<file path="config.mk">
export PLATFORM = sky130hd
export DESIGN_NAME = instDecoder
export DESIGN_NICKNAME = d
export VERILOG_FILES = /design/src/hdl/decodePkg.sv /design/src/hdl/regSelect.sv /design/src/hdl/immBuilder.sv /design/src/hdl/memClassDecode.sv /design/src/hdl/branchDecode.sv /design/src/hdl/instDecoder.sv
export VERILOG_INCLUDE_DIRS = /design/src /design/src/hdl
export SDC_FILE = /design/constraint.sdc
export NUM_CORES = 1
export LEC_CHECK = 0
export BUFFER_PORTS_ARGS = -buffer_cell sky130_fd_sc_hd__buf_2
export CORE_UTILIZATION = 30
export DETAILED_ROUTE_END_ITERATION = 8
export PLACE_DENSITY = 0.48
export SETUP_SLACK_MARGIN = 0.05
export SKIP_LAST_GASP = 1
export SLEW_MARGIN = 0
export SYNTH_ARGS = -nofsm -noshare
export SYNTH_HDL_FRONTEND = slang
export SYNTH_SLANG_ARGS = --single-unit
</file>
<file path="constraint.sdc">
create_clock -name clk -period 9.9 [get_ports clk]
set_clock_uncertainty 0.1 [all_clocks]
set_input_delay 0.495 -clock clk [delete_from_list [all_inputs] [get_ports clk]]
set_output_delay 0.495 -clock clk [all_outputs]
set_load 0.01 [all_outputs]
</file>
<file path="src/hdl/decoder_macros.svh">
`ifndef DECODER_MACROS_SVH
`define DECODER_MACROS_SVH

// Opcode field
`define OPC_LSB 0
`define OPC_MSB 7

// Register fields, all REG_W wide
`define REG_W  5
// Stores take their source register from this field
`define RT_LSB 9
`define RA_LSB 14
`define RB_LSB 19
`define RC_LSB 24

// Immediate or displacement, bits 39:19
`define IMM_LSB 19
`define IMM_W   21

// Extension prefix payload, bits 39:9
`define EXI_LSB 9
`define EXI_W   31

// Flow change target fields, each running to the top bit
`define JMP_LSB 9
`define BRA_LSB 14
`define JEQ_LSB 24

`endif

</file>
<file path="src/hdl/decodePkg.sv">
`default_nettype none

`include "decoder_macros.svh"

package decodePkg;

	// ======================================================================
	// Plain vector types
	// ======================================================================

	// One raw instruction word
	typedef logic [39:0] Instruction;

	// Immediate or data value
	typedef logic [63:0] Value;

	// Branch or jump target
	typedef logic [63:0] Address;

	// Register number
	typedef logic [`REG_W-1:0] RegNum;

	// ======================================================================
	// Encodings
	// ======================================================================

	// Opcodes in the low byte; anything not listed behaves as NOP
	typedef enum logic [7:0]
	{
		R2   = 8'h02,
		ADDI = 8'h04,
		ANDI = 8'h08,
		ORI  = 8'h09,
		JMP  = 8'h20,
		BRA  = 8'h21,
		JEQ  = 8'h26,
		EXI  = 8'h50,
		LDB  = 8'h80,
		LDBU = 8'h81,
		LDW  = 8'h82,
		LDWU = 8'h83,
		LDO  = 8'h86,
		STB  = 8'h90,
		STW  = 8'h91,
		STO  = 8'h93,
		NOP  = 8'hF1
	} Opcode;

	// Memory access size
	typedef enum logic [1:0]
	{
		byt  = 2'd0,
		wyde = 2'd1,
		octa = 2'd2
	} MemSize;

endpackage

`default_nettype wire

</file>
<file path="src/hdl/regSelect.sv">
`timescale 1ns/1ns
`default_nettype none

`include "decoder_macros.svh"

module regSelect
(
	input  decodePkg::Instruction inst,
	output decodePkg::RegNum      Ra,
	output decodePkg::RegNum      Rb,
	output decodePkg::RegNum      Rc,
	output decodePkg::RegNum      Rt,
	output logic                  rfwr
);

	decodePkg::Opcode opcode;

	assign opcode = decodePkg::Opcode'(inst[`OPC_MSB:`OPC_LSB]);

	// Source registers always come straight from their fields
	assign Ra = inst[`RA_LSB +: `REG_W];
	assign Rb = inst[`RB_LSB +: `REG_W];

	// Stores carry their data register in the Rt position
	always_comb
	begin
		case (opcode)
			decodePkg::STB, decodePkg::STW, decodePkg::STO:
				Rc = inst[`RT_LSB +: `REG_W];
			default:
				Rc = inst[`RC_LSB +: `REG_W];
		endcase
	end

	// Target register and register file write
	always_comb
	begin
		case (opcode)
			decodePkg::R2, decodePkg::ADDI, decodePkg::ANDI, decodePkg::ORI,
			decodePkg::LDB, decodePkg::LDBU, decodePkg::LDW, decodePkg::LDWU,
			decodePkg::LDO:
			begin
				Rt = inst[`RT_LSB +: `REG_W];
				rfwr = 1'b1;
			end
			default:
			begin
				Rt = '0;
				rfwr = 1'b0;
			end
		endcase
	end

	// Stores and flow changes never reach the register file
	noWriteOnStoreOrBranch: assert property (@(inst)
		(opcode inside {decodePkg::STB, decodePkg::STW, decodePkg::STO,
			decodePkg::JMP, decodePkg::BRA, decodePkg::JEQ}) |-> (!rfwr && Rt == '0));

endmodule

`default_nettype wire

</file>
<file path="src/hdl/immBuilder.sv">
`timescale 1ns/1ns
`default_nettype none

`include "decoder_macros.svh"

module immBuilder
(
	input  logic                  clk,
	input  logic                  reset,
	input  logic                  instValid,
	input  decodePkg::Instruction inst,
	output decodePkg::Value       imm
);

	decodePkg::Opcode opcode;
	logic [`IMM_W-1:0] immField;
	logic [`EXI_W-1:0] exiPayload;
	logic exiValid;
	logic takesImm;

	assign opcode = decodePkg::Opcode'(inst[`OPC_MSB:`OPC_LSB]);
	assign immField = inst[`IMM_LSB +: `IMM_W];

	// ======================================================================
	// Extension prefix
	// ======================================================================

	// Flag is set by EXI and dropped by the next accepted instruction
	always_ff @(posedge clk)
	begin
		if (reset)
			exiValid <= 1'b0;
		else if (instValid)
			exiValid <= (opcode == decodePkg::EXI);
	end

	// A later EXI simply overwrites the stored payload
	always_ff @(posedge clk)
	begin
		if (instValid && opcode == decodePkg::EXI)
			exiPayload <= inst[`EXI_LSB +: `EXI_W];
	end

	// ======================================================================
	// Immediate construction
	// ======================================================================

	assign takesImm = opcode inside {decodePkg::ADDI, decodePkg::ANDI, decodePkg::ORI,
		decodePkg::LDB, decodePkg::LDBU, decodePkg::LDW, decodePkg::LDWU, decodePkg::LDO,
		decodePkg::STB, decodePkg::STW, decodePkg::STO};

	always_comb
	begin
		case (opcode)
			decodePkg::ANDI:
				imm = {{($bits(decodePkg::Value) - `IMM_W){1'b1}}, immField};
			decodePkg::ORI:
				imm = {{($bits(decodePkg::Value) - `IMM_W){1'b0}}, immField};
			decodePkg::ADDI, decodePkg::LDB, decodePkg::LDBU, decodePkg::LDW,
			decodePkg::LDWU, decodePkg::LDO, decodePkg::STB, decodePkg::STW,
			decodePkg::STO:
				imm = {{($bits(decodePkg::Value) - `IMM_W){immField[`IMM_W-1]}}, immField};
			default:
				imm = '0;
		endcase
		// Prefix replaces everything above the low immediate bits
		if (exiValid && takesImm)
			imm = {{($bits(decodePkg::Value) - `EXI_W - `IMM_W){exiPayload[`EXI_W-1]}},
				exiPayload, immField};
	end

	prefixConsumed: assert property (@(posedge clk) disable iff (reset)
		(instValid && opcode != decodePkg::EXI) |=> !exiValid);

endmodule

`default_nettype wire

</file>
<file path="src/hdl/memClassDecode.sv">
`timescale 1ns/1ns
`default_nettype none

`include "decoder_macros.svh"

module memClassDecode
(
	input  decodePkg::Instruction inst,
	output logic                  isLoad,
	output logic                  isStore,
	output logic                  loadZeroExt,
	output decodePkg::MemSize     memSize
);

	decodePkg::Opcode opcode;

	assign opcode = decodePkg::Opcode'(inst[`OPC_MSB:`OPC_LSB]);

	assign isLoad = opcode inside {decodePkg::LDB, decodePkg::LDBU, decodePkg::LDW,
		decodePkg::LDWU, decodePkg::LDO};
	assign isStore = opcode inside {decodePkg::STB, decodePkg::STW, decodePkg::STO};

	// Unsigned loads zero the upper bits of the loaded data
	assign loadZeroExt = opcode inside {decodePkg::LDBU, decodePkg::LDWU};

	always_comb
	begin
		case (opcode)
			decodePkg::LDB, decodePkg::LDBU, decodePkg::STB:
				memSize = decodePkg::byt;
			decodePkg::LDW, decodePkg::LDWU, decodePkg::STW:
				memSize = decodePkg::wyde;
			default:
				memSize = decodePkg::octa;
		endcase
	end

	loadStoreExclusive: assert property (@(inst) !(isLoad && isStore));

endmodule

`default_nettype wire

</file>
<file path="src/hdl/branchDecode.sv">
`timescale 1ns/1ns
`default_nettype none

`include "decoder_macros.svh"

module branchDecode
(
	input  decodePkg::Instruction inst,
	output logic                  isFlowChange,
	output logic                  isCondBranch,
	output decodePkg::Address     jmpTarget
);

	decodePkg::Opcode opcode;
	logic [39-`JMP_LSB:0] jmpField;
	logic [39-`BRA_LSB:0] braField;
	logic [39-`JEQ_LSB:0] jeqField;

	assign opcode = decodePkg::Opcode'(inst[`OPC_MSB:`OPC_LSB]);
	assign jmpField = inst[39:`JMP_LSB];
	assign braField = inst[39:`BRA_LSB];
	assign jeqField = inst[39:`JEQ_LSB];

	assign isFlowChange = opcode inside {decodePkg::JMP, decodePkg::BRA, decodePkg::JEQ};
	assign isCondBranch = (opcode == decodePkg::JEQ);

	// Targets are halfword aligned, so the low bit is always zero
	always_comb
	begin
		case (opcode)
			decodePkg::BRA:
				jmpTarget = {{(63 - $bits(braField)){braField[$high(braField)]}}, braField, 1'b0};
			decodePkg::JEQ:
				jmpTarget = {{(63 - $bits(jeqField)){jeqField[$high(jeqField)]}}, jeqField, 1'b0};
			default:
				jmpTarget = {{(63 - $bits(jmpField)){jmpField[$high(jmpField)]}}, jmpField, 1'b0};
		endcase
	end

	condImpliesFlow: assert property (@(inst) isCondBranch |-> isFlowChange);

endmodule

`default_nettype wire

</file>
<file path="src/hdl/instDecoder.sv">
`timescale 1ns/1ns
`default_nettype none

`include "decoder_macros.svh"

module instDecoder
(
	input  logic                  clk,
	input  logic                  reset,
	input  logic                  instValid,
	input  decodePkg::Instruction inst,
	output logic                  decValid,
	output decodePkg::RegNum      Ra,
	output decodePkg::RegNum      Rb,
	output decodePkg::RegNum      Rc,
	output decodePkg::RegNum      Rt,
	output logic                  rfwr,
	output decodePkg::Value       imm,
	output logic                  isLoad,
	output logic                  isStore,
	output logic                  loadZeroExt,
	output decodePkg::MemSize     memSize,
	output logic                  isFlowChange,
	output logic                  isCondBranch,
	output decodePkg::Address     jmpTarget
);

	decodePkg::RegNum raNext, rbNext, rcNext, rtNext;
	decodePkg::Value immNext;
	decodePkg::MemSize memSizeNext;
	decodePkg::Address targetNext;
	logic rfwrNext, loadNext, storeNext, zeroExtNext, flowNext, condNext;
	logic accept;

	// ======================================================================
	// Decoders, all looking at the same instruction
	// ======================================================================

	regSelect regSelect_i
	(
		.inst(inst), .Ra(raNext), .Rb(rbNext), .Rc(rcNext), .Rt(rtNext), .rfwr(rfwrNext)
	);

	immBuilder immBuilder_i
	(
		.clk(clk), .reset(reset), .instValid(instValid), .inst(inst), .imm(immNext)
	);

	memClassDecode memClassDecode_i
	(
		.inst(inst), .isLoad(loadNext), .isStore(storeNext), .loadZeroExt(zeroExtNext),
		.memSize(memSizeNext)
	);

	branchDecode branchDecode_i
	(
		.inst(inst), .isFlowChange(flowNext), .isCondBranch(condNext),
		.jmpTarget(targetNext)
	);

	// ======================================================================
	// Result register
	// ======================================================================

	// A prefix alone never yields a result
	assign accept = instValid && (inst[`OPC_MSB:`OPC_LSB] != decodePkg::EXI);

	always_ff @(posedge clk)
	begin
		if (reset)
			decValid <= 1'b0;
		else
			decValid <= accept;
	end

	// Results hold between pulses
	always_ff @(posedge clk)
	begin
		if (accept)
		begin
			Ra <= raNext;
			Rb <= rbNext;
			Rc <= rcNext;
			Rt <= rtNext;
			rfwr <= rfwrNext;
			imm <= immNext;
			isLoad <= loadNext;
			isStore <= storeNext;
			loadZeroExt <= zeroExtNext;
			memSize <= memSizeNext;
			isFlowChange <= flowNext;
			isCondBranch <= condNext;
			jmpTarget <= targetNext;
		end
	end

endmodule

`default_nettype wire

</file>
==> impl_metrics.prom <==
# TYPE chip_impl_metric gauge
chip_impl_info{name="criticalPathCategory",value="input port to register"} 1
chip_impl_metric{name="instances_no_fill",unit=""} 837
chip_impl_metric{name="clock_buffers_created_by_tritoncts",unit=""} 17
chip_impl_metric{name="clk_pin_slew",unit="ns"} 0.06
chip_impl_metric{name="multi_input_area",unit="um^2"} 1360
chip_impl_info{name="ctsRootBufferMaster",value="sky130_fd_sc_hd__clkbuf_16"} 1
chip_impl_info{name="worst_hold_path_type",value="input port to register"} 1
chip_impl_metric{name="routed_wirelength_normalized_by_instance_count",unit="um"} 18.6
chip_impl_info{name="dominant_combinational_cell_family_by_area_after_synthesis",value="compound AO/OA/AOI/OAI gates"} 1
chip_impl_metric{name="dp_cells",unit=""} 804
chip_impl_metric{name="synth-seq-area-share",unit=""} 0.703
chip_impl_metric{name="grt_max_degree",unit=""} 73
chip_impl_info{name="crit_path_end_kind",value="register"} 1
chip_impl_metric{name="nFillCells",unit=""} 1878
chip_impl_info{name="synth_top_cells_by_area",value="sky130_fd_sc_hd__edfxtp_1 70%, sky130_fd_sc_hd__buf_4 5.5%, sky130_fd_sc_hd__o211ai_1 3.8%"} 1
chip_impl_metric{name="gp_congestion",unit=""} 0.838
chip_impl_metric{name="netlist_instances",unit=""} 409
chip_impl_metric{name="vias_per_cell",unit=""} 4.72
chip_impl_metric{name="synthesized_area_fraction_occupied_by_ao_oa_aoi_and_oai_cells",unit=""} 0.108
chip_impl_metric{name="yosys.area_share.adder",unit=""} 0
chip_impl_info{name="regToRegEndpoint",value="imm[42]"} 1
chip_impl_metric{name="crit_fanout",unit=""} 28
chip_impl_info{name="gr-max-usage-layer",value="met2"} 1
chip_impl_metric{name="use_met2",unit=""} 0.236
chip_impl_metric{name="die_width",unit="um"} 145
chip_impl_metric{name="worst-r2r-setup-slack",unit="ns"} 8.10
chip_impl_metric{name="yosys.area_share.simple",unit=""} 0.0862
chip_impl_metric{name="area_growth",unit="%"} 24.9
chip_impl_metric{name="worst_ep_required_time",unit="ns"} 9.97
chip_impl_metric{name="worst_slew_pin_tran",unit="ns"} 1.09
chip_impl_metric{name="share_of_cells_above_drive_strength_1",unit=""} 0.443
chip_impl_metric{name="synthDistinctLibCells",unit=""} 41
chip_impl_metric{name="grtUsageMet3",unit=""} 0.0441
chip_impl_metric{name="period_needed",unit="ns"} 2.64
chip_impl_info{name="setup.worst_path.start_class",value="input port"} 1
chip_impl_metric{name="synth.mux.area_fraction",unit=""} 0.0214
chip_impl_metric{name="drtIter0Drc",unit=""} 208
chip_impl_metric{name="post_cts_hold_buffer_count",unit=""} 0
chip_impl_metric{name="ant_nets",unit=""} 0
chip_impl_metric{name="post-route-drc-count",unit=""} 0
chip_impl_info{name="reg2reg_from",value="immBuilder_i.exiValid"} 1
chip_impl_metric{name="synth.net_count",unit=""} 452
chip_impl_metric{name="worstPathArrival",unit="ns"} 2.71
chip_impl_metric{name="synthesis.area",unit="um^2"} 6130
chip_impl_metric{name="worst_ir_drop_vdd",unit="uV"} 116
chip_impl_metric{name="ctsLongestPathBuffers",unit=""} 2
chip_impl_metric{name="dp_worst_setup_slack",unit="ns"} 6.81
chip_impl_metric{name="timing.final.setup_violations",unit=""} 0
chip_impl_metric{name="post_route_setup_tns",unit="ns"} 0
chip_impl_metric{name="cap_violations",unit=""} 0
chip_impl_metric{name="yosys_register_bits",unit=""} 144
chip_impl_metric{name="grt_first_pass_wirelength",unit="um"} 22800
chip_impl_metric{name="place_area",unit="um^2"} 7050
chip_impl_info{name="grt_setup_unrepaired",value="no"} 1
chip_impl_metric{name="synthDominantCellAreaShare",unit=""} 0.696
chip_impl_metric{name="clk-insertion-delay-late",unit="ns"} 0.42
chip_impl_metric{name="grt_util_all_layers",unit=""} 0.153
chip_impl_metric{name="floorplan.initialDensity",unit=""} 0.311
chip_impl_metric{name="postLayoutCellArea",unit="um^2"} 7650
chip_impl_info{name="timing.critical_path.to",value="jmpTarget[25]"} 1
chip_impl_metric{name="detailroute.via_count",unit=""} 3948
chip_impl_info{name="tritoncts",value="done"} 1
chip_impl_metric{name="antenna_found_initial",unit=""} 0
chip_impl_metric{name="cts_num_sinks",unit=""} 144
chip_impl_metric{name="power-per-cell-area",unit="nW/um^2"} 194
chip_impl_metric{name="detailedRoute.firstPassIterationCount",unit=""} 4
chip_impl_metric{name="finalNetCount",unit=""} 601
chip_impl_metric{name="sequential_cell_area",unit="um^2"} 4300
chip_impl_metric{name="core-area",unit="um^2"} 19700
chip_impl_metric{name="static-leakage-power",unit="nW"} 3.02
chip_impl_metric{name="clock_tree.htree_level_count",unit=""} 4
chip_impl_metric{name="dieHeight",unit="um"} 145
chip_impl_metric{name="r2r_cells",unit=""} 2
chip_impl_info{name="critPathLaunch",value="inst[4]"} 1
chip_impl_metric{name="gr-total-overflow",unit=""} 0
chip_impl_metric{name="final_slew_viol_count",unit=""} 0
chip_impl_info{name="netlist.top_cell.by_area",value="sky130_fd_sc_hd__edfxtp_1"} 1
chip_impl_metric{name="yosys_warnings",unit=""} 0
chip_impl_metric{name="cts_post_setup_buffers_inserted",unit=""} 0
chip_impl_metric{name="max_freq",unit="GHz"} 0.379
chip_impl_info{name="outcome",value="completed"} 1
chip_impl_metric{name="placementRows",unit=""} 51
chip_impl_metric{name="top_level_ports",unit=""} 200
chip_impl_metric{name="met1_track_demand_over_resource_in_global_routing",unit=""} 0.200
chip_impl_metric{name="post_cts.resized_instances",unit=""} 0
chip_impl_metric{name="route.final.wire_length",unit="um"} 15500
chip_impl_metric{name="place_hpwl",unit="um"} 10600
chip_impl_metric{name="fraction_of_synthesized_cell_area_in_xor_and_xnor_cells",unit=""} 0.00143
chip_impl_metric{name="postSynthAreaPerCell",unit="um^2"} 15.0
chip_impl_metric{name="numPortBuffers",unit=""} 197
chip_impl_metric{name="die_area",unit="um^2"} 21000
chip_impl_metric{name="hold_viol_final",unit=""} 0
chip_impl_metric{name="period_share",unit=""} 0.267
chip_impl_metric{name="max_slew_margin",unit=""} 0.274
chip_impl_metric{name="number_of_global_route_vias_before_repair",unit=""} 3719
chip_impl_metric{name="postLayoutSetupSlackWorst",unit="ns"} 7.26
## worst min-delay path by stage
stage | start | end | slack [ns] | cells after the start
2_1_floorplan | reset | decValid | 0.47 | 1
3_3_place_gp | immBuilder_i.exiPayload[30] | imm[62] | 0.51 | 2
3_5_place_dp | immBuilder_i.exiPayload[30] | imm[62] | 0.51 | 2
4_1_cts | reset | decValid | 0.13 | 2
5_1_grt | reset | decValid | 0.13 | 2
6_report | reset | decValid | 0.14 | 2
## layer usage
| layer | vias to the layer above | share of wire |
|---|---|---|
| met5 | - | 0 |
| met3 | 28 | 0.070 |
| met2 | 196 | 0.48 |
| met1 | 1909 | 0.43 |
| li1 | 1815 | - |
| met4 | 0 | 0.023 |
## cell families (layout without fill, tap and decap cells)
group | count (synthesis) | in the layout
multiplexers | 10 | 10
buffers and inverters | 77 | 239
AND/OR/NAND/NOR | 94 | 94
other | 1 | 2
AO/OA/AOI/OAI | 82 | 82
XOR/XNOR | 1 | 1
flip-flops | 144 | 144
## state kept, by name, indices dropped and copies added, names as in the netlist, 2 cells and up
name	flops
Rb	5
imm	52
jmpTarget	31
immBuilder_i.exiPayload	31
memSize	2
Rc	5
Rt	5
Ra	5
## worst max-delay path, cell delays in order
cell and delay (ns):
sky130_fd_sc_hd__buf_2 0.15, sky130_fd_sc_hd__or4b_4 0.56, sky130_fd_sc_hd__nor3_4 0.71, sky130_fd_sc_hd__nor2_2 0.13, sky130_fd_sc_hd__buf_4 0.29, sky130_fd_sc_hd__a221o_1 0.34
## cell usage in the layout (no fill, tap or decap), types with 2 or more instances in the layout
| master | count |
|---|---|
| sky130_fd_sc_hd__buf_2 | 197 |
| sky130_fd_sc_hd__nand3_1 | 2 |
| sky130_fd_sc_hd__o211ai_1 | 31 |
| sky130_fd_sc_hd__edfxtp_1 | 142 |
| sky130_fd_sc_hd__buf_4 | 7 |
| sky130_fd_sc_hd__a21o_1 | 17 |
| sky130_fd_sc_hd__nor2_1 | 3 |
| sky130_fd_sc_hd__nor3b_1 | 7 |
| sky130_fd_sc_hd__clkbuf_16 | 17 |
| sky130_fd_sc_hd__mux2_4 | 5 |
| sky130_fd_sc_hd__inv_6 | 4 |
| sky130_fd_sc_hd__nor2b_1 | 25 |
| sky130_fd_sc_hd__nor4_1 | 3 |
| sky130_fd_sc_hd__dfxtp_1 | 2 |
| sky130_fd_sc_hd__nand2_1 | 33 |
| sky130_fd_sc_hd__bufinv_16 | 2 |
| sky130_fd_sc_hd__nor3_1 | 3 |
| sky130_fd_sc_hd__and4_1 | 2 |
| sky130_fd_sc_hd__mux2_2 | 5 |
| sky130_fd_sc_hd__inv_1 | 3 |
| sky130_fd_sc_hd__a221o_1 | 10 |
| sky130_fd_sc_hd__a21oi_1 | 2 |
| sky130_fd_sc_hd__a22o_1 | 15 |
| sky130_fd_sc_hd__nand3b_1 | 2 |
| sky130_fd_sc_hd__nand2b_1 | 3 |
| sky130_fd_sc_hd__inv_8 | 3 |
| sky130_fd_sc_hd__and3_1 | 3 |
| sky130_fd_sc_hd__clkinv_4 | 3 |
| sky130_fd_sc_hd__clkinvlp_4 | 2 |
## cell usage after synthesis, drive strengths merged
| cell | instances |
|---|---|
| xnor2 | 1 |
| edfxtp | 142 |
| a221o | 10 |
| a21o | 17 |
| nor3 | 4 |
| inv | 3 |
| or4b | 1 |
| nor3b | 7 |
| nor4b | 1 |
| a21oi | 2 |
| o21ba | 1 |
| buf | 56 |
| mux2 | 10 |
| nand4 | 1 |
| o21ai | 2 |
| o211ai | 31 |
| nor2b | 25 |
| clkbuf | 18 |
| a221oi | 1 |
| conb | 1 |
| a211oi | 1 |
| nand3 | 2 |
| nand2b | 3 |
| dfxtp | 2 |
| nand2 | 33 |
| nor2 | 5 |
| and3 | 3 |
| a311o | 1 |
| nor4 | 3 |
| a22o | 15 |
| a31oi | 1 |
| and2 | 1 |
| nand4b | 1 |
| and4 | 2 |
| nand3b | 2 |
## per-stage QoR
stage	hold slack, ns	util	power (mW)
floorplan	0.467	-	0.798
global placement	0.508	0.357	0.846
detailed placement	0.512	0.357	0.848
CTS	0.127	0.388	1.50
global route	0.132	0.388	1.54
finish	0.143	0.388	1.48
## layout make-up
type | count | area share
Sequential cell | 144 | 0.563
Multi-Input combinational cell | 188 | 0.178
Timing Repair Buffer | 204 | 0.136
Clock buffer | 17 | 0.0556
Tap cell | 265 | 0.0433
Clock inverter | 15 | 0.0229
Inverter | 3 | 0.00147
Antenna cell | 1 | 0.000327
## report_power, final
part	switching, mW	total [mW]	internal, mW
Sequential	0.00993	0.711	0.701
Clock	0.272	0.652	0.380
Combinational	0.0750	0.120	0.0453
No activity file was read; power rests on OpenSTA's default activity.
